[config.mk]
export PLATFORM = sky130hd
export DESIGN_NAME = buffer_clear
export DESIGN_NICKNAME = d
export VERILOG_FILES = /design/src/hw/gfx_bus_pkg.sv /design/src/hw/gfx_frame_pkg.sv /design/src/hw/buffer_clear.sv
export SDC_FILE = /design/constraint.sdc
export NUM_CORES = 1
export LEC_CHECK = 0
export ABC_AREA = 1
export ABC_CLOCK_PERIOD_IN_PS = 1490
export BUFFER_PORTS_ARGS = -buffer_cell sky130_fd_sc_hd__buf_2
export CAP_MARGIN = 40
export CORE_MARGIN = 10
export CORE_UTILIZATION = 45
export CTS_BUF_LIST = sky130_fd_sc_hd__clkbuf_4
export CTS_CLUSTER_DIAMETER = 150
export DETAILED_ROUTE_END_ITERATION = 8
export MAX_ROUTING_LAYER = met4
export PLACE_DENSITY_LB_ADDON = 0.12
export SYNTH_ARGS = -nofsm -noshare
export SYNTH_HDL_FRONTEND = slang
export SYNTH_SLANG_ARGS = --single-unit
[constraint.sdc]
create_clock -name clk -period 1.49 [get_ports clk]
set_input_delay 0.149 -clock clk [delete_from_list [all_inputs] [get_ports clk]]
set_output_delay 0.149 -clock clk [all_outputs]
set_load 0.05 [all_outputs]
[src/hw/gfx_bus_pkg.sv]
package gfx_bus_pkg;

    // Byte addressed bus, one 32-bit word per transfer
    localparam int BUS_ADDR_W = 12;
    localparam int BUS_DATA_W = 32;

    // Size of the shared frame memory in words
    localparam int MEM_WORDS = 256;

    // Request queue depth in the memory, also the credits the arbiter starts with
    localparam int CREDIT_DEPTH = 2;

    typedef enum logic {
        BUS_READ,
        BUS_WRITE
    } bus_op_t;

    // Owner tag of an outstanding request
    typedef enum logic {
        MST_CLEAR,
        MST_SCAN
    } master_id_t;

endpackage

[src/hw/gfx_frame_pkg.sv]
package gfx_frame_pkg;

    // Fixed frame geometry, 8-bit pixels packed four to a word
    localparam int FB_W = 16;
    localparam int FB_H = 8;
    localparam int PIX_PER_WORD = 4;

    // Colour buffer
    localparam int COLOR_WORDS = 32;
    localparam int COLOR_BASE = 0;

    // Depth buffer, one word per pixel
    localparam int DEPTH_BASE = 128;
    localparam int DEPTH_WORDS = 128;
    localparam logic [31:0] DEPTH_CLEAR = 32'hFFFF_FFFF;

    // Blanking, in pixel cycles and in lines
    localparam int H_BLANK = 8;
    localparam int V_BLANK = 2;

    typedef enum logic [1:0] {
        IDLE,
        CLR_COLOR,
        CLR_DEPTH
    } clear_state_t;

    typedef enum logic [1:0] {
        SCAN_WAIT,
        SCAN_ACTIVE,
        SCAN_HBLANK,
        SCAN_VBLANK
    } scan_state_t;

endpackage

[src/hw/buffer_clear.sv]
`timescale 1ns/1ps

module buffer_clear (
    input  logic                               clk,
    input  logic                               nrst,
    input  logic                               start_i,
    input  logic [7:0]                         color_i,
    output logic                               busy_o,
    output logic                               req_o,
    output gfx_bus_pkg::bus_op_t               op_o,
    output logic [gfx_bus_pkg::BUS_ADDR_W-1:0] addr_o,
    output logic [gfx_bus_pkg::BUS_DATA_W-1:0] wdata_o,
    input  logic                               ack_i
);
    import gfx_bus_pkg::*;
    import gfx_frame_pkg::*;

    localparam int WORD_BYTES = BUS_DATA_W / 8;
    localparam logic [BUS_ADDR_W-1:0] WORD_STEP = BUS_ADDR_W'(WORD_BYTES);
    localparam logic [BUS_ADDR_W-1:0] COLOR_FIRST = BUS_ADDR_W'(COLOR_BASE);
    localparam logic [BUS_ADDR_W-1:0] COLOR_LAST =
        BUS_ADDR_W'(COLOR_BASE + WORD_BYTES * (COLOR_WORDS - 1));
    localparam logic [BUS_ADDR_W-1:0] DEPTH_FIRST = BUS_ADDR_W'(DEPTH_BASE);
    localparam logic [BUS_ADDR_W-1:0] DEPTH_LAST =
        BUS_ADDR_W'(DEPTH_BASE + WORD_BYTES * (DEPTH_WORDS - 1));

    clear_state_t          state_q;
    logic [BUS_ADDR_W-1:0] addr_q;
    logic [7:0]            color_q;

    always_ff @(posedge clk or negedge nrst) begin
        if (!nrst) begin
            state_q <= IDLE;
            addr_q  <= COLOR_FIRST;
        end else begin
            case (state_q)
                IDLE: begin
                    if (start_i) begin
                        state_q <= CLR_COLOR;
                        addr_q  <= COLOR_FIRST;
                    end
                end
                CLR_COLOR: begin
                    if (ack_i && addr_q == COLOR_LAST) begin
                        state_q <= CLR_DEPTH;
                        addr_q  <= DEPTH_FIRST;
                    end else if (ack_i) begin
                        addr_q <= addr_q + WORD_STEP;
                    end
                end
                CLR_DEPTH: begin
                    if (ack_i && addr_q == DEPTH_LAST) begin
                        state_q <= IDLE;
                    end else if (ack_i) begin
                        addr_q <= addr_q + WORD_STEP;
                    end
                end
                default: state_q <= IDLE;
            endcase
        end
    end

    // Colour is taken once per clear
    always_ff @(posedge clk) begin
        if (state_q == IDLE && start_i) begin
            color_q <= color_i;
        end
    end

    assign busy_o  = (state_q != IDLE);
    assign req_o   = (state_q != IDLE);
    assign op_o    = BUS_WRITE;
    assign addr_o  = addr_q;
    assign wdata_o = (state_q == CLR_DEPTH) ? DEPTH_CLEAR : {PIX_PER_WORD{color_q}};

endmodule

==> parameters.txt <==
Parameter                              Value

Cells and area
  Count of placed standard cells in the final layout, fillers left out    289
  Share of layout cells above drive strength 1    45.3%
  # nets final    265
  Area of the multi-input gates    732 um^2
  Fill count    244
  Most common library cell in the layout ignoring fill and taps    sky130_fd_sc_hd__nand2_1
  Flip-flop and latch area    549 um^2
  Antenna cells    0
  Layout overhead on the synthesized area    43.8%
  Commonest cells after routing, fill and taps aside    48 x sky130_fd_sc_hd__nand2_1, 34 x sky130_fd_sc_hd__buf_6, 21 x sky130_fd_sc_hd__buf_2

Placed design
  Number of placed instances, taps included    274
  RD Place Congestion    0.900
  Quantity of I/O buffers inserted on ports    55
  Post-detail-place hpwl    2960 um
  Placement Setup Slack    -0.00102 ns

Critical path
  Data required time of the critical path    1.34 ns
  CP Buf/Inv Count    2
  Kind of start point of the critical path    register
  Arrival time of the worst setup path    1.47 ns
  Critical path class    reg -> out
  Sequence of cells on the critical path    buf_4, ha_4, or2_4, buf_6
  Cell type group with the largest total delay on the critical path    flip-flops
  Worst Path Max Fanout    9
  Crit. End Element    primary output
  Maximum single-stage delay on the critical path    0.40 ns
  Critical path's slowest cell    sky130_fd_sc_hd__dfrtp_1

Synth
  Part of the Yosys area used for sequential elements    36.0%
  Synthesized netlist cell count    193
  #FFs+latches synth    20
  Synth cell types    28
  Synth Area per Inst    7.77 um^2
  Total standard cell area after synthesis    1500 um^2
  Warnings, synthesis    0

Power and ir drop
  Leakage power total    1.07 nW
  Clock share of power    9.8%
  Net switching fraction of the power    53.4%
  Portion of total power attributed to sequential cells    16.7%
  Switching power total    2.45 mW
  PD cells    2130 nW/um^2
  Combinational power share    73.4%
  Largest voltage drop on the vdd net    955 uV
  Internal power    2.14 mW

Global route
  Wire length of the first global-routing pass    6460 um
  Global-route congestion overflow total    0
  Initial antenna violation count    0
  Via count of the first global-routing pass    1363
  Total global-route track usage    13.3%
  Maximum number of pins on one net before global-route repair    13

Route
  DRC    0
  DR vias    1359
  Final routed wire length divided by cell count    14.0 um
  Via density per instance    4.70
  Total wire length after detailed routing    4050 um
  Number of detailed-route iterations in the first pass    4
  Detail Route Antenna Nets    0
  Number of DRC markers in iteration 0    34

Run
  Count of maximum capacitance violations    0

Timing
  Min Clock Period, post-route    1.62 ns
  Setup repair after global routing missed its margin    yes
  Fmax    0.616 GHz
  Post-route clock period utilization    109%
  Final setup fails    38
  Final setup slack of the worst path    -0.133 ns
  Hold Vio Cnt, Final    0
  Final max-slew violation count    0
  Clock Skews    0.0110 ns

Floorplanning
  Number of placement rows    20
  Die area    6040 um^2
  Floorplan die height    77.7 um
  Die X-Extent    77.7 um
  I/O pin count    59
  Effective utilization at floorplan    48.0%
  Core region area    3130 um^2

Clock tree
  CTS root buf    sky130_fd_sc_hd__clkbuf_4
  CTS buffer count    3
  CTS sink cnt    20
  H-tree depth    1
  TritonCTS clock tree    built
  Clock tree buffer depth    2
  Clock Pin Slew Worst Setup and Hold Paths    0.12 ns
  Later-pin clock latency in the skew report    0.32 ns

Hold path
  Worst hold path type    in -> async

Outcome
  Violations in the final reports    setup timing
  Status    finished with violations
## path summary, 6_finish.rpt
path / startpoint / slack [ns] / cells after the start / to
setup reg to reg: state_q[0] / -0.03 / 9 / addr_o[5]
hold / removal: nrst / 0.22 / 2 / addr_o[7]
max in group asynchronous: nrst / 1.01 / 2 / addr_o[3]
min in group clk: ack_i / 0.22 / 5 / addr_o[6]
hold reg to reg: addr_o[9] / 0.58 / 2 / addr_o[9]
setup / recovery: state_q[1] / -0.13 / 4 / wdata_o[3]
## power by group through the flow
stage / registers [mW] / logic [mW] / clock network (mW)
finish: 0.769 / 3.37 / 0.450
global placement: 0.770 / 2.68 / 0
detailed placement: 0.784 / 2.72 / 0
CTS: 0.765 / 3.20 / 0.465
floorplan: 0.889 / 2.57 / 0
global route: 0.783 / 3.58 / 0.487
## cell families after synthesis
logic type	synth area share (%)
compound gates	3.75
xor+xnor	2.92
buf+inv	21.5
flops	36.0
simple gates	29.4
fa+ha+maj	5.84
other cells	0.501
## per-stage QoR
step / util [%] / setup TNS, ns / hold slack (ns) / total power [mW] / area, um^2
global placement: 55.7 / 0 / 0.0505 / 3.45 / 1740
global route: 69.0 / -7.55 / 0.227 / 4.85 / 2160
finish: 69.0 / -4.18 / 0.219 / 4.59 / 2160
detailed placement: 55.7 / -0.00102 / 0.0536 / 3.50 / 1740
CTS: 66.8 / -5.31 / 0.00175 / 4.43 / 2090
floorplan: - / -0.250 / -0.147 / 3.46 / 1690
## flip-flops by register name (all words and copies together), names as in the netlist
name and flops:
state_q 2, addr_o 10, color_q 8
## worst register-to-register path, cell delays in order (launching register included)
cell	delay, ns
sky130_fd_sc_hd__dfrtp_1	0.41
sky130_fd_sc_hd__inv_2	0.13
sky130_fd_sc_hd__ha_4	0.21
sky130_fd_sc_hd__buf_4	0.18
sky130_fd_sc_hd__nand3_4	0.11
sky130_fd_sc_hd__buf_4	0.17
sky130_fd_sc_hd__nand3_1	0.06
sky130_fd_sc_hd__nand2_1	0.05
sky130_fd_sc_hd__nand2_1	0.05
sky130_fd_sc_hd__nor2_1	0.04
## Yosys cell counts
library cell | instances | area, um^2
sky130_fd_sc_hd__nor3_1 | 1 | 5.00
sky130_fd_sc_hd__nand4_1 | 3 | 18.8
sky130_fd_sc_hd__buf_6 | 1 | 11.3
sky130_fd_sc_hd__buf_4 | 28 | 210
sky130_fd_sc_hd__or2_2 | 8 | 50.1
sky130_fd_sc_hd__ha_1 | 7 | 87.6
sky130_fd_sc_hd__nand3_4 | 1 | 17.5
sky130_fd_sc_hd__nand2_2 | 1 | 6.26
sky130_fd_sc_hd__buf_8 | 1 | 15.0
sky130_fd_sc_hd__nand2_4 | 1 | 11.3
sky130_fd_sc_hd__inv_2 | 2 | 7.51
sky130_fd_sc_hd__o21ai_1 | 2 | 10.0
sky130_fd_sc_hd__edfxtp_1 | 8 | 240
sky130_fd_sc_hd__a21oi_2 | 2 | 17.5
sky130_fd_sc_hd__conb_1 | 2 | 7.51
sky130_fd_sc_hd__nand3_1 | 12 | 60.1
sky130_fd_sc_hd__nor2_1 | 17 | 63.8
sky130_fd_sc_hd__a21oi_1 | 2 | 10.0
sky130_fd_sc_hd__nand2_1 | 49 | 184
sky130_fd_sc_hd__nor2_2 | 3 | 18.8
sky130_fd_sc_hd__xnor2_1 | 1 | 8.76
sky130_fd_sc_hd__and2_1 | 1 | 6.26
sky130_fd_sc_hd__o21ai_2 | 1 | 8.76
sky130_fd_sc_hd__dfrtp_1 | 12 | 300
sky130_fd_sc_hd__clkbuf_1 | 1 | 3.75
sky130_fd_sc_hd__o21ai_0 | 2 | 10.0
sky130_fd_sc_hd__xor2_1 | 4 | 35.0
sky130_fd_sc_hd__inv_1 | 20 | 75.1
## timing repair
item	in CTS	in global routing
hold buffers	7	2
endpoints found under the setup margin	41	46
gates resized for setup	68	13
buffers inserted	2	0
pin swaps	1	0
endpoints found under the hold margin	18	2
## layout make-up
class | instances | share of cell area (%)
clock buffers | 3 | 1.04
multi-input cells | 121 | 33.9
flip-flops and latches | 20 | 25.5
clock inverters | 1 | 1.39
inverters | 22 | 3.94
repair buffers | 78 | 31.7
well taps | 44 | 2.55
## metal layers
layer / GRT usage, % / up-vias / routed length, um
met3: 3.80 / 7 / 337
met4: 6.57 / 0 / 74
met5: - / - / 0
li1: - / 666 / -
met2: 21.5 / 63 / 1870
met1: 14.8 / 623 / 1770
Power figures use the tool's default switching activity.
