`config.mk`:
```
export PLATFORM = sky130hd
export DESIGN_NAME = bus_arbiter
export DESIGN_NICKNAME = d
export VERILOG_FILES = /design/src/hw/gfx_bus_pkg.sv /design/src/hw/bus_arbiter.sv
export SDC_FILE = /design/constraint.sdc
export NUM_CORES = 1
export LEC_CHECK = 0
export BUFFER_PORTS_ARGS = -buffer_cell sky130_fd_sc_hd__buf_2
export CORE_AREA = 2 2 94 96
export CTS_CLUSTER_SIZE = 14
export DETAILED_ROUTE_END_ITERATION = 6
export DIE_AREA = 0 0 96 98
export GPL_ROUTABILITY_DRIVEN = 0
export GPL_TIMING_DRIVEN = 0
export MAX_ROUTING_LAYER = met4
export SKIP_CTS_REPAIR_TIMING = 1
export SYNTH_ARGS = -nofsm -noshare
export SYNTH_HDL_FRONTEND = slang
export SYNTH_SLANG_ARGS = --single-unit
```
`constraint.sdc`:
```
create_clock -name clk -period 2.2 [get_ports clk]
set_input_delay 0.55 -clock clk [delete_from_list [all_inputs] [get_ports clk]]
set_output_delay 0.55 -clock clk [all_outputs]
set_load 0.005 [all_outputs]
```
`src/hw/gfx_bus_pkg.sv`:
```
package gfx_bus_pkg;

    // Byte addressed bus, one 32-bit word per transfer
    localparam int BUS_ADDR_W = 12;
    localparam int BUS_DATA_W = 32;

    // Size of the shared frame memory in words
    localparam int MEM_WORDS = 256;

    // Request queue depth in the memory, also the credits the arbiter starts with
    localparam int CREDIT_DEPTH = 2;

    typedef enum logic {
        BUS_READ,
        BUS_WRITE
    } bus_op_t;

    // Owner tag of an outstanding request
    typedef enum logic {
        MST_CLEAR,
        MST_SCAN
    } master_id_t;

endpackage

```
`src/hw/bus_arbiter.sv`:
```
`timescale 1ns/1ps

module bus_arbiter (
    input  logic                               clk,
    input  logic                               nrst,
    input  logic                               clr_req_i,
    input  gfx_bus_pkg::bus_op_t               clr_op_i,
    input  logic [gfx_bus_pkg::BUS_ADDR_W-1:0] clr_addr_i,
    input  logic [gfx_bus_pkg::BUS_DATA_W-1:0] clr_wdata_i,
    output logic                               clr_ack_o,
    output logic                               clr_rvalid_o,
    output logic [gfx_bus_pkg::BUS_DATA_W-1:0] clr_rdata_o,
    input  logic                               scan_req_i,
    input  gfx_bus_pkg::bus_op_t               scan_op_i,
    input  logic [gfx_bus_pkg::BUS_ADDR_W-1:0] scan_addr_i,
    input  logic [gfx_bus_pkg::BUS_DATA_W-1:0] scan_wdata_i,
    output logic                               scan_ack_o,
    output logic                               scan_rvalid_o,
    output logic [gfx_bus_pkg::BUS_DATA_W-1:0] scan_rdata_o,
    output logic                               mem_req_o,
    output gfx_bus_pkg::bus_op_t               mem_op_o,
    output logic [gfx_bus_pkg::BUS_ADDR_W-1:0] mem_addr_o,
    output logic [gfx_bus_pkg::BUS_DATA_W-1:0] mem_wdata_o,
    input  logic                               credit_i,
    input  logic                               rsp_valid_i,
    input  logic [gfx_bus_pkg::BUS_DATA_W-1:0] rsp_rdata_i
);
    import gfx_bus_pkg::*;

    localparam int CRED_W = $clog2(CREDIT_DEPTH + 1);
    localparam int PTR_W = (CREDIT_DEPTH > 1) ? $clog2(CREDIT_DEPTH) : 1;
    localparam logic [PTR_W-1:0] PTR_LAST = PTR_W'(CREDIT_DEPTH - 1);

    logic [CRED_W-1:0] credits_q;
    master_id_t        last_q;
    master_id_t        own_id_q [CREDIT_DEPTH];
    bus_op_t           own_op_q [CREDIT_DEPTH];
    logic [PTR_W-1:0]  wr_ptr_q;
    logic [PTR_W-1:0]  rd_ptr_q;
    logic              can_issue;
    logic              grant_clr;
    logic              grant_scan;
    logic              rsp_read;

    // Round robin, the master not served last wins a tie
    assign can_issue  = (credits_q != '0);
    assign grant_clr  = can_issue && clr_req_i && (!scan_req_i || last_q == MST_SCAN);
    assign grant_scan = can_issue && scan_req_i && (!clr_req_i || last_q == MST_CLEAR);

    assign clr_ack_o   = grant_clr;
    assign scan_ack_o  = grant_scan;
    assign mem_req_o   = grant_clr || grant_scan;
    assign mem_op_o    = grant_scan ? scan_op_i : clr_op_i;
    assign mem_addr_o  = grant_scan ? scan_addr_i : clr_addr_i;
    assign mem_wdata_o = grant_scan ? scan_wdata_i : clr_wdata_i;

    always_ff @(posedge clk or negedge nrst) begin
        if (!nrst) begin
            credits_q <= CRED_W'(CREDIT_DEPTH);
            last_q    <= MST_SCAN;
            wr_ptr_q  <= '0;
            rd_ptr_q  <= '0;
        end else begin
            case ({mem_req_o, credit_i})
                2'b10:   credits_q <= credits_q - 1'b1;
                2'b01:   credits_q <= credits_q + 1'b1;
                default: credits_q <= credits_q;
            endcase
            if (mem_req_o) begin
                last_q   <= grant_scan ? MST_SCAN : MST_CLEAR;
                wr_ptr_q <= (wr_ptr_q == PTR_LAST) ? '0 : wr_ptr_q + 1'b1;
            end
            if (rsp_valid_i) begin
                rd_ptr_q <= (rd_ptr_q == PTR_LAST) ? '0 : rd_ptr_q + 1'b1;
            end
        end
    end

    // Owner FIFO, responses return in request order
    always_ff @(posedge clk) begin
        if (mem_req_o) begin
            own_id_q[wr_ptr_q] <= grant_scan ? MST_SCAN : MST_CLEAR;
            own_op_q[wr_ptr_q] <= mem_op_o;
        end
    end

    // Write responses only free the FIFO entry
    assign rsp_read      = rsp_valid_i && (own_op_q[rd_ptr_q] == BUS_READ);
    assign clr_rvalid_o  = rsp_read && (own_id_q[rd_ptr_q] == MST_CLEAR);
    assign scan_rvalid_o = rsp_read && (own_id_q[rd_ptr_q] == MST_SCAN);
    assign clr_rdata_o   = rsp_rdata_i;
    assign scan_rdata_o  = rsp_rdata_i;

endmodule

```
==> results of run 1 <==
==> kinds of logic after synthesis <==
group / after synthesis / synth area share, %
and+or+nand+nor: 9 / 2.60
AOI/OAI and AO/OA: 8 / 3.13
buffers and inverters: 73 / 35.8
DFF: 9 / 15.1
muxes: 45 / 39.9
adders and majority gates: 1 / 0.764
xor gates and xnor gates: 5 / 2.67
==> registers in the layout, summed over array words and instances (netlist names) <==
register / count
credits_q: 2
last_q: 1
own_id_q: 2
rd_ptr_q: 1
wr_ptr_q: 1
own_op_q: 2
==> worst max-delay path, stage by stage, from the launching register on <==
cell     delay (ps)
dfstp_2         550
o21ai_2          60
a21o_1          180
buf_12          150
buf_12          150
mux2_4          310
buf_6           120
==> layer usage <==
layer | part of all wire (%) | vias to the layer above | wire length, um
met5 | 0 | - | 0
met4 | 0.49 | 0 | 25
met3 | 9.0 | 3 | 457
met2 | 56 | 105 | 2810
met1 | 35 | 767 | 1760
li1 | - | 871 | -
==> power groups by stage <==
stage / combinational (mW) / clock [mW] / sequential [mW]
CTS: 1.32 / 0.194 / 0.355
detailed placement: 1.31 / 0 / 0.355
floorplan: 0.881 / 0 / 0.342
finish: 1.54 / 0.187 / 0.354
global placement: 1.30 / 0 / 0.354
global route: 1.66 / 0.201 / 0.366
==> placed cells by master (no fill, tap or decap) <==
cell type / count
a21oi_1: 2
ha_1: 1
o21ai_0: 2
xor2_1: 3
clkbuf_8: 3
and2_1: 1
o22ai_1: 1
nor2_1: 4
xnor2_1: 2
o21ai_2: 1
mux2_4: 39
buf_2: 170
edfxtp_1: 4
dfrtp_2: 1
nor3_1: 1
clkbuf_1: 1
mux2_2: 6
dfrtp_1: 2
nand2_1: 1
a21o_1: 1
inv_1: 4
a32oi_1: 1
buf_4: 66
nor2b_1: 2
buf_12: 5
dfstp_2: 2
buf_6: 39
==> final cells by class <==
| cell class | count | area [um^2] |
|---|---|---|
| Fill cell | 852 | 5330 |
| Timing Repair Buffer | 211 | 1310 |
| Multi-Input combinational cell | 68 | 803 |
| Buffer | 69 | 581 |
| Sequential cell | 9 | 249 |
| Tap cell | 108 | 135 |
| Clock buffer | 4 | 45.0 |
| Inverter | 4 | 15.0 |
==> through the flow <==
step | worst slack, ps | instances
after global placement | -23.7 | 467
after global routing | -167 | 473
after floorplan | 312 | 150
final | -115 | 473
after CTS | -165 | 471
after detailed placement | -38.1 | 467
==> final timing paths <==
check | from | end | cells past startpoint
hold reg to reg | wr_ptr_q | wr_ptr_q | 1
hold / removal | nrst | rd_ptr_q | 1
max in group asynchronous | nrst | last_q | 1
min in group clk | wr_ptr_q | wr_ptr_q | 1
setup reg to reg | credits_q[1] | credits_q[1] | 5
setup / recovery | credits_q[1] | mem_addr_o[10] | 6
==> results.toml, run 1 <==
[power_and_ir_drop]
power_leakage_nw = 1.84
pwr-share-seq_pct = 17.0
p_sw_mw = 0.653
switching_share_pct = 31.4
power.share.combinational_pct = 74.0
powerDensity_nw_per_um2 = 664
finalPower_mw = 2.08
ir_drop_v = 0.000440
clockPowerShare_pct = 9.0
p_int_mw = 1.43

[die]
die_h_um = 98
io_pins = 242
num_rows = 34
dieArea_um2 = 9410
core_um2 = 8470
start_util_pct = 19.3
die_w_um = 96

[synth]
ys_seq_area_share_pct = 15.1
post-synth-top-count-cell = "buf_4"
avgSynthCellArea_um2 = 10.9
synth_edf_count = 4
syn_nets = 279
yosys-top-cells-area = "mux2_4 (36%), buf_4 (29%), edfxtp_1 (7.3%)"
synth_top_area_share_pct = 35.8
yosysWarnings = 0
synth_cells = 150
synthDistinctLibCells = 23
synth_largest_area_cell = "mux2_4"
synthTopCellsByCount = "buf_4 (64), mux2_4 (39), mux2_2 (6)"
synth_flop_cell = "edfxtp_1"
syn_area_um2 = 1640
synth-seq-cells = 9
async_flop_share_pct = 55.6

[global_routing]
grt_pass1_vias = 1559
grt-busiest-layer = "met2"
met3_usage_pct = 0.694
use_met1_pct = 9.49
overflow = 0
grt_pass1_wl_um = 6600
grt_max_degree = 11
grtUsageTotal_pct = 8.91
use_met2_pct = 17.3
antenna_found_initial = 0

[finish]
stdcell_area_um2 = 3130
diodes = 0
final_util_pct = 37.0
drive_gt1_share_pct = 91.0
syn2layout_area_growth_pct = 91.3
nNetsFinal = 495

[worst_setup_path]
criticalPathCategory = "reg -> out"
cp.arrival_ps = 1770
endpoint_kind = "output port"
r2r_slack_ps = 660
critPathMaxFanout = 10
start_kind = "register"
crit_required_ps = 1650

[timing]
rsz0062_at_grt = "yes"
tightest_slew_ps = 438
hold_ws_ps = 125
setup_tns_ps = -3930
finalSetupViolCount = 40
finalWorstSetupSlack_ps = -115
fin_crit_ps = 2320
fin_crit_sh_pct = 105
finalHoldViolCount = 0
fin_worst_skew_ps = 0.515
drv_slew = 0
fmax_mhz = 432
slew_headroom_pct = 70.8

[placement]
dp_hpwl_um = 4500
placed_area_um2 = 2820
port_buffers = 209

[drt]
drt_iter0_markers = 4
routed_via_density = 3.69
vias = 1746
wire_per_inst_um = 10.7
post-route-drc-count = 0
first_pass_iters = 2
drtAntennaViolNets = 0
totalWireLength_um = 5050

[job]
max-cap-violations = 0

[clock_network]
cts_root_buf = "clkbuf_8"
htreeDepth = 1
cts_made_buffers = 3
cts_tree = "done"
insertion_delay_ps = 230
clk_path_buf_depth = 2
path_clk_slew_ps = 40
cts_sinks = 9

[run_status]
run_status = "complete, but fails checks"
violations = "negative setup slack"

[worst_hold_path]
worstHoldPathType = "in -> async"
(Power assumes the default switching activity.)
==> inputs of run 2 (changes only) <==
==> constraint.sdc (replaced) <==
create_clock -name clk -period 2.2 [get_ports clk]
set_input_delay 0.22 -clock clk [delete_from_list [all_inputs] [get_ports clk]]
set_output_delay 0.22 -clock clk [all_outputs]
set_load 0.005 [all_outputs]
==> results.toml, run 2 (same netlist as run 1, synthesis figures left out) <==
[power_and_ir_drop]
finalPower_mw = 1.83
ir_drop_v = 0.000407
power_leakage_nw = 1.75
powerDensity_nw_per_um2 = 635

[die]
num_rows = 34
core_um2 = 8470
io_pins = 242
dieArea_um2 = 9410
die_w_um = 96
start_util_pct = 19.3
die_h_um = 98

[timing]
slew_headroom_pct = 70.9
fmax_mhz = 500
fin_crit_ps = 2000
finalSetupViolCount = 0
fin_worst_skew_ps = 0.637
finalHoldViolCount = 0
tightest_slew_ps = 437
setup_tns_ps = 0
fin_crit_sh_pct = 90.9
rsz0062_at_grt = "no"
drv_slew = 0

[drt]
totalWireLength_um = 4830
first_pass_iters = 3
drt_iter0_markers = 6
drtAntennaViolNets = 0
wire_per_inst_um = 10.2
routed_via_density = 3.67
post-route-drc-count = 0
vias = 1730

[worst_setup_path]
endpoint_kind = "output port"
criticalPathCategory = "reg -> out"
r2r_slack_ps = 630
crit_required_ps = 1980
reg2reg_to = "own_op_q[1]"
reg2reg_from = "credits_q[0]"
critPathMaxFanout = 10
rr_worst_depth = 4
start_kind = "register"
cp.arrival_ps = 1780

[finish]
stdcell_area_um2 = 2870
final_common_cell = "buf_2"
syn2layout_area_growth_pct = 75.5
diodes = 0
drive_gt1_share_pct = 90.4
final_util_pct = 33.9
nNetsFinal = 494
mostFrequentLayoutCells = "buf_2 (209), buf_4 (64), mux2_4 (39)"
reg.largest.list = "credits_q x2, own_id_q x2, own_op_q x2"

[placement]
placed_area_um2 = 2820
dp_hpwl_um = 4500
port_buffers = 209

[job]
max-cap-violations = 0

[worst_hold_path]
whs_path_depth = 2
min_to = "rd_ptr_q"
hp-start = "rsp_valid_i"
worstHoldPathType = "in -> reg"

[global_routing]
grtUsageTotal_pct = 8.91
overflow = 0
grt_pass1_wl_um = 6600
antenna_found_initial = 0
grt_pass1_vias = 1559
grt_max_degree = 11

[run_status]
run_status = "finished clean"

[clock_network]
htreeDepth = 1
clk_path_buf_depth = 2
cts_tree = "done"
cts_sinks = 9
cts_made_buffers = 3
path_clk_slew_ps = 40
cts_root_buf = "clkbuf_8"
insertion_delay_ps = 230
-- run 2: where the power goes --
group          switching [mW]  total [mW]  internal (mW)
Clock                  0.0610       0.187          0.126
Sequential             0.0707       0.354          0.283
Combinational           0.474        1.28          0.810
Total                   0.606        1.83           1.22
-- run 2: routing by layer --
metal / track usage (%) / share of wire [%]
met1: 9.49 / 36
met2: 17.3 / 54
met3: 0.694 / 8.9
met4: 1.98 / 0.52
met5: - / 0
-- run 2: worst max-delay path by stage --
stage	startpoint	end	slack, ps	depth (start not counted)
floorplan	credits_q[1]	mem_addr_o[0]	640	5
global placement	credits_q[1]	mem_addr_o[10]	430	6
detailed placement	credits_q[1]	mem_wdata_o[4]	430	6
CTS	credits_q[0]	mem_wdata_o[4]	170	6
global route	credits_q[0]	mem_wdata_o[4]	130	6
finish	credits_q[1]	mem_wdata_o[17]	200	6
-- run 2: final cells by class --
class                      count  area, um^2
multi-input combinational     68         803
buffer                        69         572
timing repair buffer         210        1060
fill                         891        5590
sequential                     9         248
inverter                       4        15.0
tap                          108         135
clock buffer                   4        45.0
-- run 2: through the flow --
stage	setup WS, ps	hold slack (ps)	std cells
floorplan	642	-75.6	150
global placement	432	40.7	467
detailed placement	426	43.8	467
CTS	165	-203	471
global route	129	220	472
finish	199	204	472
-- run 2: worst max-delay path, stage by stage (launching register included) --
cell and delay (ps):
dfstp_2 560, o21ai_2 60, a21o_1 160, buf_6 160, buf_12 160, mux2_4 300, buf_2 130
==> inputs of run 3 (changes only) <==
- CTS_CLUSTER_SIZE: 14 -> 30
- clock period: 2.2 -> 1.8 ns (I/O delays scaled with it)
==> results.toml, run 3 (same netlist as run 1, synthesis figures left out) <==
[finish]
final_common_cell = "buf_2"
final_util_pct = 37.1
drive_gt1_share_pct = 90.7
nNetsFinal = 496
fin_cells = 474
mostFrequentLayoutCells = "buf_2 (170), buf_4 (66), mux2_4 (39), buf_6 (39), mux2_2 (6)"
stdcell_area_um2 = 3140
reg.largest.list = "credits_q x2, own_id_q x2, own_op_q x2"
n_fill_cell = 850
syn2layout_area_growth_pct = 91.9
multi_input_area_um2 = 803
diodes = 0
seq_area_um2 = 249

[worst_setup_path]
crit_top_cell = "buf_12"
path_cells = "o21ai_2, a21o_1, buf_12, buf_12, mux2_4, buf_6"
r2r_slack_ps = 260
startpoint = "credits_q[1]"
cp.arrival_ps = 1770
crit_end = "mem_addr_o[10]"
max_stage_delay_ps = 550
critPathSlowestCell = "dfstp_2"
crit_required_ps = 1620
rr_worst_depth = 5
endpoint_kind = "output port"
critical_path_depth = 6
crit_buf_inv = 3
path_delay_family = "flip-flops"
critPathMaxFanout = 10
criticalPathCategory = "reg -> out"
reg2reg_from = "credits_q[1]"
reg2reg_to = "credits_q[1]"
start_kind = "register"

[global_routing]
antenna_found_initial = 0
grt_max_degree = 11
grt_pass1_wl_um = 6600
grtUsageTotal_pct = 8.91
grt_pass1_vias = 1559
overflow = 0

[die]
core_um2 = 8470
io_pins = 242
die_h_um = 98
num_rows = 34
die_w_um = 96
dieArea_um2 = 9410
start_util_pct = 19.3

[timing]
fin_crit_ps = 1950
fmax_mhz = 514
rsz0062_at_grt = "yes"
hold_ws_ps = 164
finalSetupViolCount = 43
finalWorstSetupSlack_ps = -145
slew_headroom_pct = 70.8
tightest_slew_ps = 438
finalHoldViolCount = 0
setup_tns_ps = -5170
drv_slew = 0
fin_worst_skew_ps = 0.515
fin_crit_sh_pct = 108

[clock_network]
insertion_delay_ps = 230
htreeDepth = 1
cts_made_buffers = 3
path_clk_slew_ps = 40
clk_path_buf_depth = 2
cts_tree = "done"
cts_sinks = 9
cts_root_buf = "clkbuf_8"

[run_status]
run_status = "complete, but fails checks"
violations = "negative setup slack"

[placement]
dp_hpwl_um = 4500
dpl.cell_count = 467
placed_area_um2 = 2820
port_buffers = 209
post-place-ws_ps = 65.5

[power_and_ir_drop]
finalPower_mw = 2.54
power_leakage_nw = 1.84
powerDensity_nw_per_um2 = 809
ir_drop_v = 0.000538

[drt]
post-route-drc-count = 0
first_pass_iters = 2
drt_iter0_markers = 4
totalWireLength_um = 5060
wire_per_inst_um = 10.7
drtAntennaViolNets = 0
vias = 1752
routed_via_density = 3.70

[worst_hold_path]
worstHoldPathType = "in -> reg"

[job]
max-cap-violations = 0
==> run 3: layer usage <==
metal,global-route usage (%),vias up,routed length (um)
li1,-,873,-
met1,9.49,771,1760
met2,17.3,105,2810
met3,0.694,3,454
met4,1.98,0,25
met5,-,-,0
==> run 3: worst min path at each step <==
stage,startpoint,depth (start not counted),slack [ps],endpoint
3_5_place_dp,nrst,1,4,rd_ptr_q
5_1_grt,rsp_valid_i,2,180,rd_ptr_q
6_report,rsp_valid_i,2,160,rd_ptr_q
3_3_place_gp,nrst,1,0.7,rd_ptr_q
4_1_cts,nrst,1,-240,rd_ptr_q
2_1_floorplan,nrst,0,-120,credits_q[0]
==> run 3: final cells by class <==
cell class / instances / area share [%]
repair buffers: 212 / 41.8
multi-input cells: 68 / 25.6
plain buffers: 69 / 18.5
flip-flops and latches: 9 / 7.92
well taps: 108 / 4.30
clock buffers: 4 / 1.43
inverters: 4 / 0.478
==> run 3: report_power, final <==
| part | internal, mW | switching (mW) |
|---|---|---|
| sequential | 0.348 | 0.0842 |
| combinational | 1.24 | 0.639 |
| clock | 0.154 | 0.0744 |
