$ cat src/hw/gfx_bus_pkg.sv
package gfx_bus_pkg;

    // Byte addressed bus, one 32-bit word per transfer
    localparam int BUS_ADDR_W = 12;
    localparam int BUS_DATA_W = 32;

    // Size of the shared frame memory in words
    localparam int MEM_WORDS = 256;

    // Request queue depth in the memory, also the credits the arbiter starts with
    localparam int CREDIT_DEPTH = 2;

    typedef enum logic {
        BUS_READ,
        BUS_WRITE
    } bus_op_t;

    // Owner tag of an outstanding request
    typedef enum logic {
        MST_CLEAR,
        MST_SCAN
    } master_id_t;

endpackage

$ cat src/hw/gfx_frame_pkg.sv
package gfx_frame_pkg;

    // Fixed frame geometry, 8-bit pixels packed four to a word
    localparam int FB_W = 16;
    localparam int FB_H = 8;
    localparam int PIX_PER_WORD = 4;

    // Colour buffer
    localparam int COLOR_WORDS = 32;
    localparam int COLOR_BASE = 0;

    // Depth buffer, one word per pixel
    localparam int DEPTH_BASE = 128;
    localparam int DEPTH_WORDS = 128;
    localparam logic [31:0] DEPTH_CLEAR = 32'hFFFF_FFFF;

    // Blanking, in pixel cycles and in lines
    localparam int H_BLANK = 8;
    localparam int V_BLANK = 2;

    typedef enum logic [1:0] {
        IDLE,
        CLR_COLOR,
        CLR_DEPTH
    } clear_state_t;

    typedef enum logic [1:0] {
        SCAN_WAIT,
        SCAN_ACTIVE,
        SCAN_HBLANK,
        SCAN_VBLANK
    } scan_state_t;

endpackage

$ cat src/hw/scanout_reader.sv
`timescale 1ns/1ps

module scanout_reader (
    input  logic                               clk,
    input  logic                               nrst,
    input  logic                               enable_i,
    output logic                               req_o,
    output gfx_bus_pkg::bus_op_t               op_o,
    output logic [gfx_bus_pkg::BUS_ADDR_W-1:0] addr_o,
    input  logic                               ack_i,
    input  logic                               rvalid_i,
    input  logic [gfx_bus_pkg::BUS_DATA_W-1:0] rdata_i,
    output logic [7:0]                         pixel_o,
    output logic                               pixel_valid_o,
    output logic                               hsync_o,
    output logic                               vsync_o,
    output logic                               underrun_o
);
    import gfx_bus_pkg::*;
    import gfx_frame_pkg::*;

    localparam int VBLANK_CYC = V_BLANK * (FB_W + H_BLANK);
    localparam int CNT_W = $clog2(VBLANK_CYC);
    localparam int LINE_W = $clog2(FB_H);
    localparam int FETCH_W = $clog2(COLOR_WORDS);
    localparam int BYTE_W = $clog2(PIX_PER_WORD);
    localparam logic [CNT_W-1:0] VBLANK_LAST = CNT_W'(VBLANK_CYC - 1);
    localparam logic [CNT_W-1:0] ACTIVE_LAST = CNT_W'(FB_W - 1);
    localparam logic [CNT_W-1:0] HBLANK_LAST = CNT_W'(H_BLANK - 1);
    localparam logic [LINE_W-1:0] LINE_LAST = LINE_W'(FB_H - 1);
    localparam logic [FETCH_W-1:0] FETCH_LAST = FETCH_W'(COLOR_WORDS - 1);

    scan_state_t           state_q;
    logic [CNT_W-1:0]      cnt_q;
    logic [LINE_W-1:0]     line_q;
    logic [FETCH_W-1:0]    fetch_q;
    logic                  req_q;
    logic [1:0]            pend_q;
    logic [1:0]            level_q;
    logic                  wr_ptr_q;
    logic                  rd_ptr_q;
    logic [BUS_DATA_W-1:0] buf_q [2];
    logic [BUS_DATA_W-1:0] cur_q;
    logic                  underrun_q;
    logic                  word_start;
    logic                  pop;
    logic                  starve;
    logic                  push;
    logic                  fetch_ok;

    // A new word is due on every fourth pixel of a line
    assign word_start = (state_q == SCAN_ACTIVE) && (cnt_q[BYTE_W-1:0] == '0);
    assign pop        = word_start && (level_q != 2'd0);
    assign starve     = word_start && (level_q == 2'd0);
    assign push       = rvalid_i && (state_q != SCAN_WAIT);
    // Buffered plus in-flight words never exceed the two buffer slots
    assign fetch_ok   = (state_q != SCAN_WAIT) &&
                        (({1'b0, level_q} + {1'b0, pend_q}) < 3'd2);

    always_ff @(posedge clk or negedge nrst) begin
        if (!nrst) begin
            state_q <= SCAN_WAIT;
            cnt_q   <= '0;
            line_q  <= '0;
        end else begin
            case (state_q)
                SCAN_WAIT: begin
                    cnt_q <= '0;
                    // Start only once stray reads from the last frame are gone
                    if (enable_i && pend_q == 2'd0 && !req_q) begin
                        state_q <= SCAN_VBLANK;
                    end
                end
                SCAN_VBLANK: begin
                    if (cnt_q == VBLANK_LAST) begin
                        cnt_q   <= '0;
                        line_q  <= '0;
                        state_q <= enable_i ? SCAN_ACTIVE : SCAN_WAIT;
                    end else begin
                        cnt_q <= cnt_q + 1'b1;
                    end
                end
                SCAN_ACTIVE: begin
                    if (cnt_q == ACTIVE_LAST) begin
                        cnt_q   <= '0;
                        state_q <= SCAN_HBLANK;
                    end else begin
                        cnt_q <= cnt_q + 1'b1;
                    end
                end
                SCAN_HBLANK: begin
                    if (cnt_q == HBLANK_LAST) begin
                        cnt_q   <= '0;
                        line_q  <= line_q + 1'b1;
                        state_q <= (line_q == LINE_LAST) ? SCAN_VBLANK : SCAN_ACTIVE;
                    end else begin
                        cnt_q <= cnt_q + 1'b1;
                    end
                end
                default: state_q <= SCAN_WAIT;
            endcase
        end
    end

    always_ff @(posedge clk or negedge nrst) begin
        if (!nrst) begin
            req_q      <= 1'b0;
            pend_q     <= 2'd0;
            fetch_q    <= '0;
            level_q    <= 2'd0;
            wr_ptr_q   <= 1'b0;
            rd_ptr_q   <= 1'b0;
            underrun_q <= 1'b0;
        end else begin
            if (req_q && ack_i) begin
                req_q <= 1'b0;
            end else if (fetch_ok) begin
                req_q <= 1'b1;
            end
            case ({req_q && ack_i, rvalid_i})
                2'b10:   pend_q <= pend_q + 1'b1;
                2'b01:   pend_q <= pend_q - 1'b1;
                default: pend_q <= pend_q;
            endcase
            if (state_q == SCAN_WAIT) begin
                // Drop the buffer so the next frame fetches from word zero
                fetch_q  <= '0;
                level_q  <= 2'd0;
                wr_ptr_q <= 1'b0;
                rd_ptr_q <= 1'b0;
            end else begin
                if (req_q && ack_i) begin
                    fetch_q <= (fetch_q == FETCH_LAST) ? '0 : fetch_q + 1'b1;
                end
                if (push) begin
                    wr_ptr_q <= ~wr_ptr_q;
                end
                if (pop) begin
                    rd_ptr_q <= ~rd_ptr_q;
                end
                level_q <= level_q + {1'b0, push} - {1'b0, pop};
            end
            if (starve) begin
                underrun_q <= 1'b1;
            end
        end
    end

    always_ff @(posedge clk) begin
        if (push) begin
            buf_q[wr_ptr_q] <= rdata_i;
        end
        if (pop) begin
            cur_q <= buf_q[rd_ptr_q] >> 8;
        end else if (starve) begin
            cur_q <= '0;
        end else begin
            cur_q <= cur_q >> 8;
        end
    end

    assign req_o  = req_q;
    assign op_o   = BUS_READ;
    assign addr_o = BUS_ADDR_W'(COLOR_BASE) + BUS_ADDR_W'({fetch_q, 2'b00});

    // Lowest byte goes out first
    assign pixel_o       = word_start ? (pop ? buf_q[rd_ptr_q][7:0] : 8'd0) : cur_q[7:0];
    assign pixel_valid_o = (state_q == SCAN_ACTIVE);
    assign hsync_o       = (state_q == SCAN_HBLANK);
    assign vsync_o       = (state_q == SCAN_VBLANK);
    assign underrun_o    = underrun_q;

endmodule

$ cat config.mk
export PLATFORM = sky130hd
export DESIGN_NAME = scanout_reader
export DESIGN_NICKNAME = d
export VERILOG_FILES = /design/src/hw/gfx_bus_pkg.sv /design/src/hw/gfx_frame_pkg.sv /design/src/hw/scanout_reader.sv
export SDC_FILE = /design/constraint.sdc
export NUM_CORES = 1
export LEC_CHECK = 0
export ABC_CLOCK_PERIOD_IN_PS = 6400
export BUFFER_PORTS_ARGS = -buffer_cell sky130_fd_sc_hd__buf_2
export CORE_MARGIN = 2
export CORE_UTILIZATION = 60
export CTS_BUF_LIST = sky130_fd_sc_hd__clkbuf_4 sky130_fd_sc_hd__clkbuf_8
export DETAILED_ROUTE_END_ITERATION = 10
export PLACE_DENSITY = 0.83
export RECOVER_POWER = 25
export SETUP_SLACK_MARGIN = 0.15
export SYNTH_ARGS = -nofsm -noshare
export SYNTH_HDL_FRONTEND = slang
export SYNTH_SLANG_ARGS = --single-unit
$ cat constraint.sdc
create_clock -name clk -period 6.4 [get_ports clk]
set_input_delay 0.64 -clock clk [delete_from_list [all_inputs] [get_ports clk]]
set_output_delay 0.64 -clock clk [all_outputs]
set_load 0.005 [all_outputs]
==> results.py, run 1 <==
metrics = {
    "grt": {
        "grt.overflow.total": 0,
        "grt_pass1_wl_um": 12100,
        "grt_max_degree": 35,
        "antenna_found_initial": 0,
        "grt_pass1_vias": 2544,
        "grt_use_total_pct": 18.8,
    },
    "die": {
        "pin_count": 63,
        "die_h_um": 90.5,
        "start_util_pct": 62.0,
        "die_w_um": 90.5,
        "die_area_um2": 8200,
        "rows": 31,
        "core_um2": 7250,
    },
    "synthesis": {
        "synth_top_cells_by_area": "edfxtp_1, dfrtp_1, dfxtp_1",
        "synth_cell_type_count": 54,
        "yosys_warnings": 0,
        "yosysTopAreaCell": "edfxtp_1",
        "synth_edf_count": 64,
        "async_flop_share_pct": 21.4,
        "seq_area_frac_synth_pct": 66.8,
        "synth_ff_type": "edfxtp_1",
        "syn-cell-area_um2": 4490,
        "synthCells": 336,
        "synth.top_cell.area_share_pct": 42.8,
        "ys_seq_elements": 112,
        "syn_area_per_cell_um2": 13.4,
    },
    "setup_path": {
        "cpLargestDelayFamily": "simple AND/OR/NAND/NOR gates",
        "cp-startpoint": "state_q[0]$_DFFE_PN0P_",
        "cp_slowest_cell": "dfrtp_1",
        "path_max_fanout": 27,
        "timing.rr.start": "state_q[0]$_DFFE_PN0P_",
        "crit_buf_inv": 2,
        "end_kind": "output pin",
        "worstSetupPathType": "register to output pin",
        "max_stage_delay_ns": 0.68,
        "cp.arrival_ns": 2.52,
        "critical_path_required_ns": 5.76,
        "crit_chain": "nand3b_4 -> or2_1 -> buf_4 -> o21ai_1 -> buf_2",
        "startpoint_type": "register",
    },
    "routing": {
        "drtPass1Iterations": 4,
        "dr.first_iter.drc_count": 105,
        "ant_nets": 0,
        "drt-total-wl_um": 7300,
        "drc": 0,
        "vias": 2608,
        "routedWlPerCell_um": 14.9,
        "via_per_inst": 5.33,
    },
    "placed_design": {
        "portBuffers": 54,
        "gp_congestion": 0.787,
        "place_ws_ns": 3.61,
        "dp_cells": 473,
        "dp_hpwl_um": 4870,
    },
    "layout": {
        "register_area_um2": 3000,
        "fill_cells": 540,
        "utilization_pct": 68.5,
        "multi_input_area_um2": 1360,
        "diodes": 0,
        "final_nets": 432,
        "drive_gt1_share_pct": 16.7,
        "finalNonFillerCells": 489,
        "syn_to_final_growth_pct": 10.5,
    },
    "clock_network": {
        "cts_buffer_depth": 2,
        "postCtsResizedCells": 0,
        "post_cts_buffers": 0,
        "cts_tree": "done",
        "holdBufCountCts": 0,
        "cts_root_buf": "clkbuf_8",
        "cts_made_buffers": 9,
        "insertion_delay_ns": 0.37,
        "clkSinkCount": 112,
        "clkTransAtPathRegs_ns": 0.10,
        "cts_max_level": 3,
    },
    "power": {
        "total_power_uw": 1860,
        "peakVddDrop_v": 0.000171,
        "power.density_nw_per_um2": 376,
        "p_leak_uw": 0.00201,
    },
    "timing": {
        "hold_viol_final": 0,
        "fin_worst_skew_ns": 0.0128,
        "finalSetupTns_ns": 0,
        "max_freq_mhz": 316,
        "finalCriticalPeriod_ns": 3.16,
        "rsz0062_at_grt": "false",
        "setup_violations": 0,
        "worst_slew_pin_slew_ns": 1.12,
        "maxSlewViolCount": 0,
        "fin_ws_ns": 3.24,
        "period_share_pct": 49.4,
        "slew_headroom_pct": 25.3,
    },
    "min_path": {
        "hold_path.class": "primary input to async pin",
    },
    "flow_run": {
        "cap_violations": 0,
    },
    "status": {
        "outcome": "finished clean",
    },
}
## final cells by class
type | instances | area share (%)
clock inverter | 6 | 1.26
multi-input combinational | 199 | 27.4
clock buffer | 10 | 2.65
inverter | 8 | 0.605
sequential | 112 | 60.5
timing repair buffer | 55 | 5.09
tap | 99 | 2.49
## path summary, 6_finish.rpt
kind / end / slack [ns] / cells after the start
min in group clk: cur_q[10]$_DFF_P_ / 0.43 / 2
max in group asynchronous: rd_ptr_q$_DFFE_PN0P_ / 5.77 / 1
setup / recovery: pixel_o[7] / 3.24 / 5
setup reg to reg: level_q[1]$_DFF_PN0_ / 3.83 / 9
hold / removal: rd_ptr_q$_DFFE_PN0P_ / 0.25 / 1
hold reg to reg: cur_q[10]$_DFF_P_ / 0.43 / 2
## per-layer routing
metal  GRT usage [%]  share of wire, %  vias to the layer above
li1                -                 -                     1294
met1            25.5                46                     1256
met2            30.2                49                       49
met3            5.18               3.6                        9
met4            5.00               1.3                        0
met5               0                 0                        -
## synthesized netlist by cell type, types with 2 or more instances
cell / instances
dfxtp_1: 24
inv_1: 7
a21oi_1: 6
or3_1: 2
o21a_1: 2
nand2_1: 28
o21ai_1: 24
mux2i_1: 33
nor2_1: 21
and2_1: 4
clkbuf_1: 4
nor2b_1: 3
edfxtp_1: 64
dfrtp_1: 24
xnor2_1: 4
o22ai_1: 3
and3_1: 2
nor3_1: 3
buf_4: 8
a211oi_1: 4
nand3_1: 8
xor2_1: 2
o21ai_0: 7
buf_2: 11
ha_1: 9
## placed cells by master (no fill, tap or decap), drive strengths merged, types with 4 or more instances in the layout
cell and instances:
o21ai 31, clkinv 4, xnor2 4, nand3 8, dfxtp 24, buf 36
conb 8, dfrtp 24, inv 10, a21oi 6, nor2 21, edfxtp 64
and2 4, mux2i 33, clkbuf 29, ha 9, nand2 29, a211oi 5
## state kept, by name, indices dropped and copies added (netlist names)
signal,flops
wr_ptr_q,1
rd_ptr_q,1
level_q,2
underrun_o,1
req_o,1
buf_q,64
pend_q,2
cur_q,24
cnt_q,6
fetch_q,5
state_q,2
line_q,3
## power breakdown
group          internal [uW]  switching (uW)  leakage [uW]
sequential               966             131       0.00109
combinational            187             184      0.000822
clock                    156             241     0.0000991
## through the flow
step           hold WS, ns  cell area [um2]
5_1_grt              0.270             4970
3_3_place_gp         0.415             4800
4_1_cts              0.256             4990
6_report             0.248             4970
2_1_floorplan        0.344             4520
3_5_place_dp         0.422             4800
## cells by family (layout without fill, tap and decap cells)
logic type,Yosys count,count (layout),share of synthesized area (%)
and+or+nand+nor,86,86,10.0
DFF,112,112,66.8
other,1,8,0.0834
buffers and inverters,32,79,3.81
AOI/OAI and AO/OA,55,55,7.54
muxes,34,34,7.60
adders and majority gates,10,10,2.95
xor gates and xnor gates,6,6,1.17
No activity file was read; power rests on OpenSTA's default activity.
==> inputs of run 2 (changes only) <==
- ABC_CLOCK_PERIOD_IN_PS: 6400 -> 3000
- CORE_UTILIZATION: 60 -> 59
- PLACE_DENSITY: 0.83 -> 0.82
- clock period: 6.4 -> 3 ns (I/O delays scaled with it)
==> run 2 against run 1 <==
Against the previous run:
- sequential cell count did not move
- final cell count rose by 1.0%
- non-clock buffer count rose by 5
- setup slack got worse by 2.6 ns
- largest cell class unchanged
==> results.py, run 2 (synthesis gave the netlist of run 1 again) <==
metrics = {
    "routing": {
        "drtPass1Iterations": 4,
        "wl_met1_um": 3540,
        "routedWlPerCell_um": 15.1,
        "dr.first_iter.drc_count": 138,
        "via_per_inst": 5.34,
        "wl_met3_um": 279,
        "ant_nets": 0,
        "drt-total-wl_um": 7440,
        "drc": 0,
        "met2_length_um": 3530,
        "vias": 2638,
        "highest_layer": "met4",
    },
    "die": {
        "start_util_pct": 61.3,
        "pin_count": 63,
        "die_area_um2": 8330,
        "die_w_um": 91.3,
        "core_um2": 7330,
        "die_h_um": 91.3,
        "rows": 31,
    },
    "setup_path": {
        "crit_buf_inv": 3,
        "crit_chain": "inv_1 -> ha_1 -> nand3b_4 -> or2_1 -> buf_4 -> o21ai_1 -> buf_2",
        "cp.arrival_ns": 2.06,
        "max_stage_delay_ns": 0.43,
        "r2r_setup_slack_ns": 0.69,
        "r2r_cells": 7,
        "end_kind": "output pin",
        "crit_cells": 7,
        "startpoint_type": "register",
        "cpLargestDelayFamily": "buffers and inverters",
        "timing.rr.start": "state_q[0]$_DFFE_PN0P_",
        "cp_slowest_cell": "dfrtp_1",
        "worstSetupPathType": "register to output pin",
        "endpoint": "pixel_o[7]",
        "reg2reg_to": "level_q[1]$_DFF_PN0_",
        "path_max_fanout": 32,
        "cp-startpoint": "cnt_q[0]$_DFF_PN0_",
        "critical_path_required_ns": 2.70,
    },
    "flow_run": {
        "cap_violations": 0,
    },
    "layout": {
        "layout_common_cells": "edfxtp_1, buf_2, mux2i_1",
        "diodes": 0,
        "reg_top3": "buf_q x64, cur_q x24, cnt_q x6",
        "multi_input_area_um2": 1360,
        "layout_commonest_cell": "edfxtp_1",
        "largest_register": "buf_q",
        "final_nets": 437,
        "drive_gt1_share_pct": 18.7,
        "syn_to_final_growth_pct": 11.6,
        "utilization_pct": 68.4,
        "register_area_um2": 3000,
        "largest_reg_flops": 64,
        "fill_cells": 533,
    },
    "timing": {
        "rsz0062_at_grt": "false",
        "period_share_pct": 78.7,
        "finalSetupTns_ns": 0,
        "hold_viol_final": 0,
        "slew_headroom_pct": 34.2,
        "setup_violations": 0,
        "worst_slew_pin_slew_ns": 0.987,
        "finalCriticalPeriod_ns": 2.36,
        "fin_worst_skew_ns": 0.0104,
        "max_freq_mhz": 424,
        "maxSlewViolCount": 0,
    },
    "clock_network": {
        "cts_made_buffers": 9,
        "clkSinkCount": 112,
        "cts_tree": "done",
        "insertion_delay_ns": 0.37,
        "cts_buffer_depth": 2,
        "cts_root_buf": "clkbuf_8",
        "cts_max_level": 3,
        "postCtsResizedCells": 0,
        "clkTransAtPathRegs_ns": 0.11,
    },
    "power": {
        "p_seq_share_pct": 58.5,
        "p_leak_uw": 0.00206,
        "switchingPower_uw": 1200,
        "p_int_uw": 2800,
        "peakVddDrop_v": 0.000377,
        "power.density_nw_per_um2": 797,
        "p_clk_share_pct": 21.5,
        "swShare_pct": 30.0,
        "p_comb_share_pct": 20.0,
    },
    "min_path": {
        "hold_path.class": "primary input to register",
        "hold_depth": 1,
    },
    "status": {
        "outcome": "finished clean",
    },
    "placed_design": {
        "dp_hpwl_um": 4780,
        "gp_congestion": 0.815,
        "portBuffers": 54,
    },
    "grt": {
        "grt_max_degree": 35,
        "antenna_found_initial": 0,
        "grt_pass1_wl_um": 11800,
        "grt_pass1_vias": 2432,
        "grt_use_total_pct": 18.2,
        "grt.overflow.total": 0,
    },
}
-- run 2: power by group through the flow --
stage          Combinational [uW]  Clock [uW]  Sequential [uW]
2_1_floorplan                 658           0             2230
3_3_place_gp                  786           0             2360
3_5_place_dp                  817           0             2380
4_1_cts                       819         874             2340
5_1_grt                       911         936             2390
6_report                      800         860             2340
-- run 2: worst min path at each step --
stage / to / startpoint / slack (ns)
after floorplan: cnt_q[0]$_DFF_PN0_ / nrst / 0.004
after global placement: cnt_q[2]$_DFF_PN0_ / nrst / 0.31
after detailed placement: cnt_q[4]$_DFF_PN0_ / nrst / 0.32
after CTS: buf_q[1][14]$_DFFE_PP_ / rdata_i[14] / 0.10
after global routing: buf_q[0][21]$_DFFE_PP_ / rdata_i[21] / 0.09
final: buf_q[0][30]$_DFFE_PP_ / rdata_i[30] / 0.11
-- run 2: per-stage QoR --
| stage | power [uW] | hold WS, ns | cell area, um2 | worst slack (ns) | cells |
|---|---|---|---|---|---|
| finish | 4000 | 0.112 | 5010 | 0.640 | 494 |
| detailed placement | 3190 | 0.317 | 4830 | 0.715 | 477 |
| floorplan | 2880 | 0.00441 | 4520 | 0.449 | 343 |
| global placement | 3140 | 0.311 | 4830 | 0.843 | 477 |
| global route | 4230 | 0.0875 | 5010 | 0.516 | 494 |
| CTS | 4040 | 0.101 | 5030 | 0.616 | 494 |
-- run 2: metal layers --
layer	vias up	GRT usage, %
met5	-	0
met1	1268	26.6
met3	8	3.65
li1	1297	-
met2	65	28.0
met4	0	5.30
-- run 2: what timing repair did --
item | 4_1_cts | 5_1_grt
setup buffers | 0 | 0
hold endpoints to repair | 24 | 0
hold buffers | 1 | 0
-- run 2: layout make-up --
| class | instances | area share, % |
|---|---|---|
| clock inverter | 7 | 1.45 |
| timing repair buffer | 60 | 5.96 |
| inverter | 8 | 0.599 |
| tap | 99 | 2.47 |
| multi-input combinational | 199 | 27.1 |
| clock buffer | 9 | 2.47 |
| sequential | 112 | 59.9 |
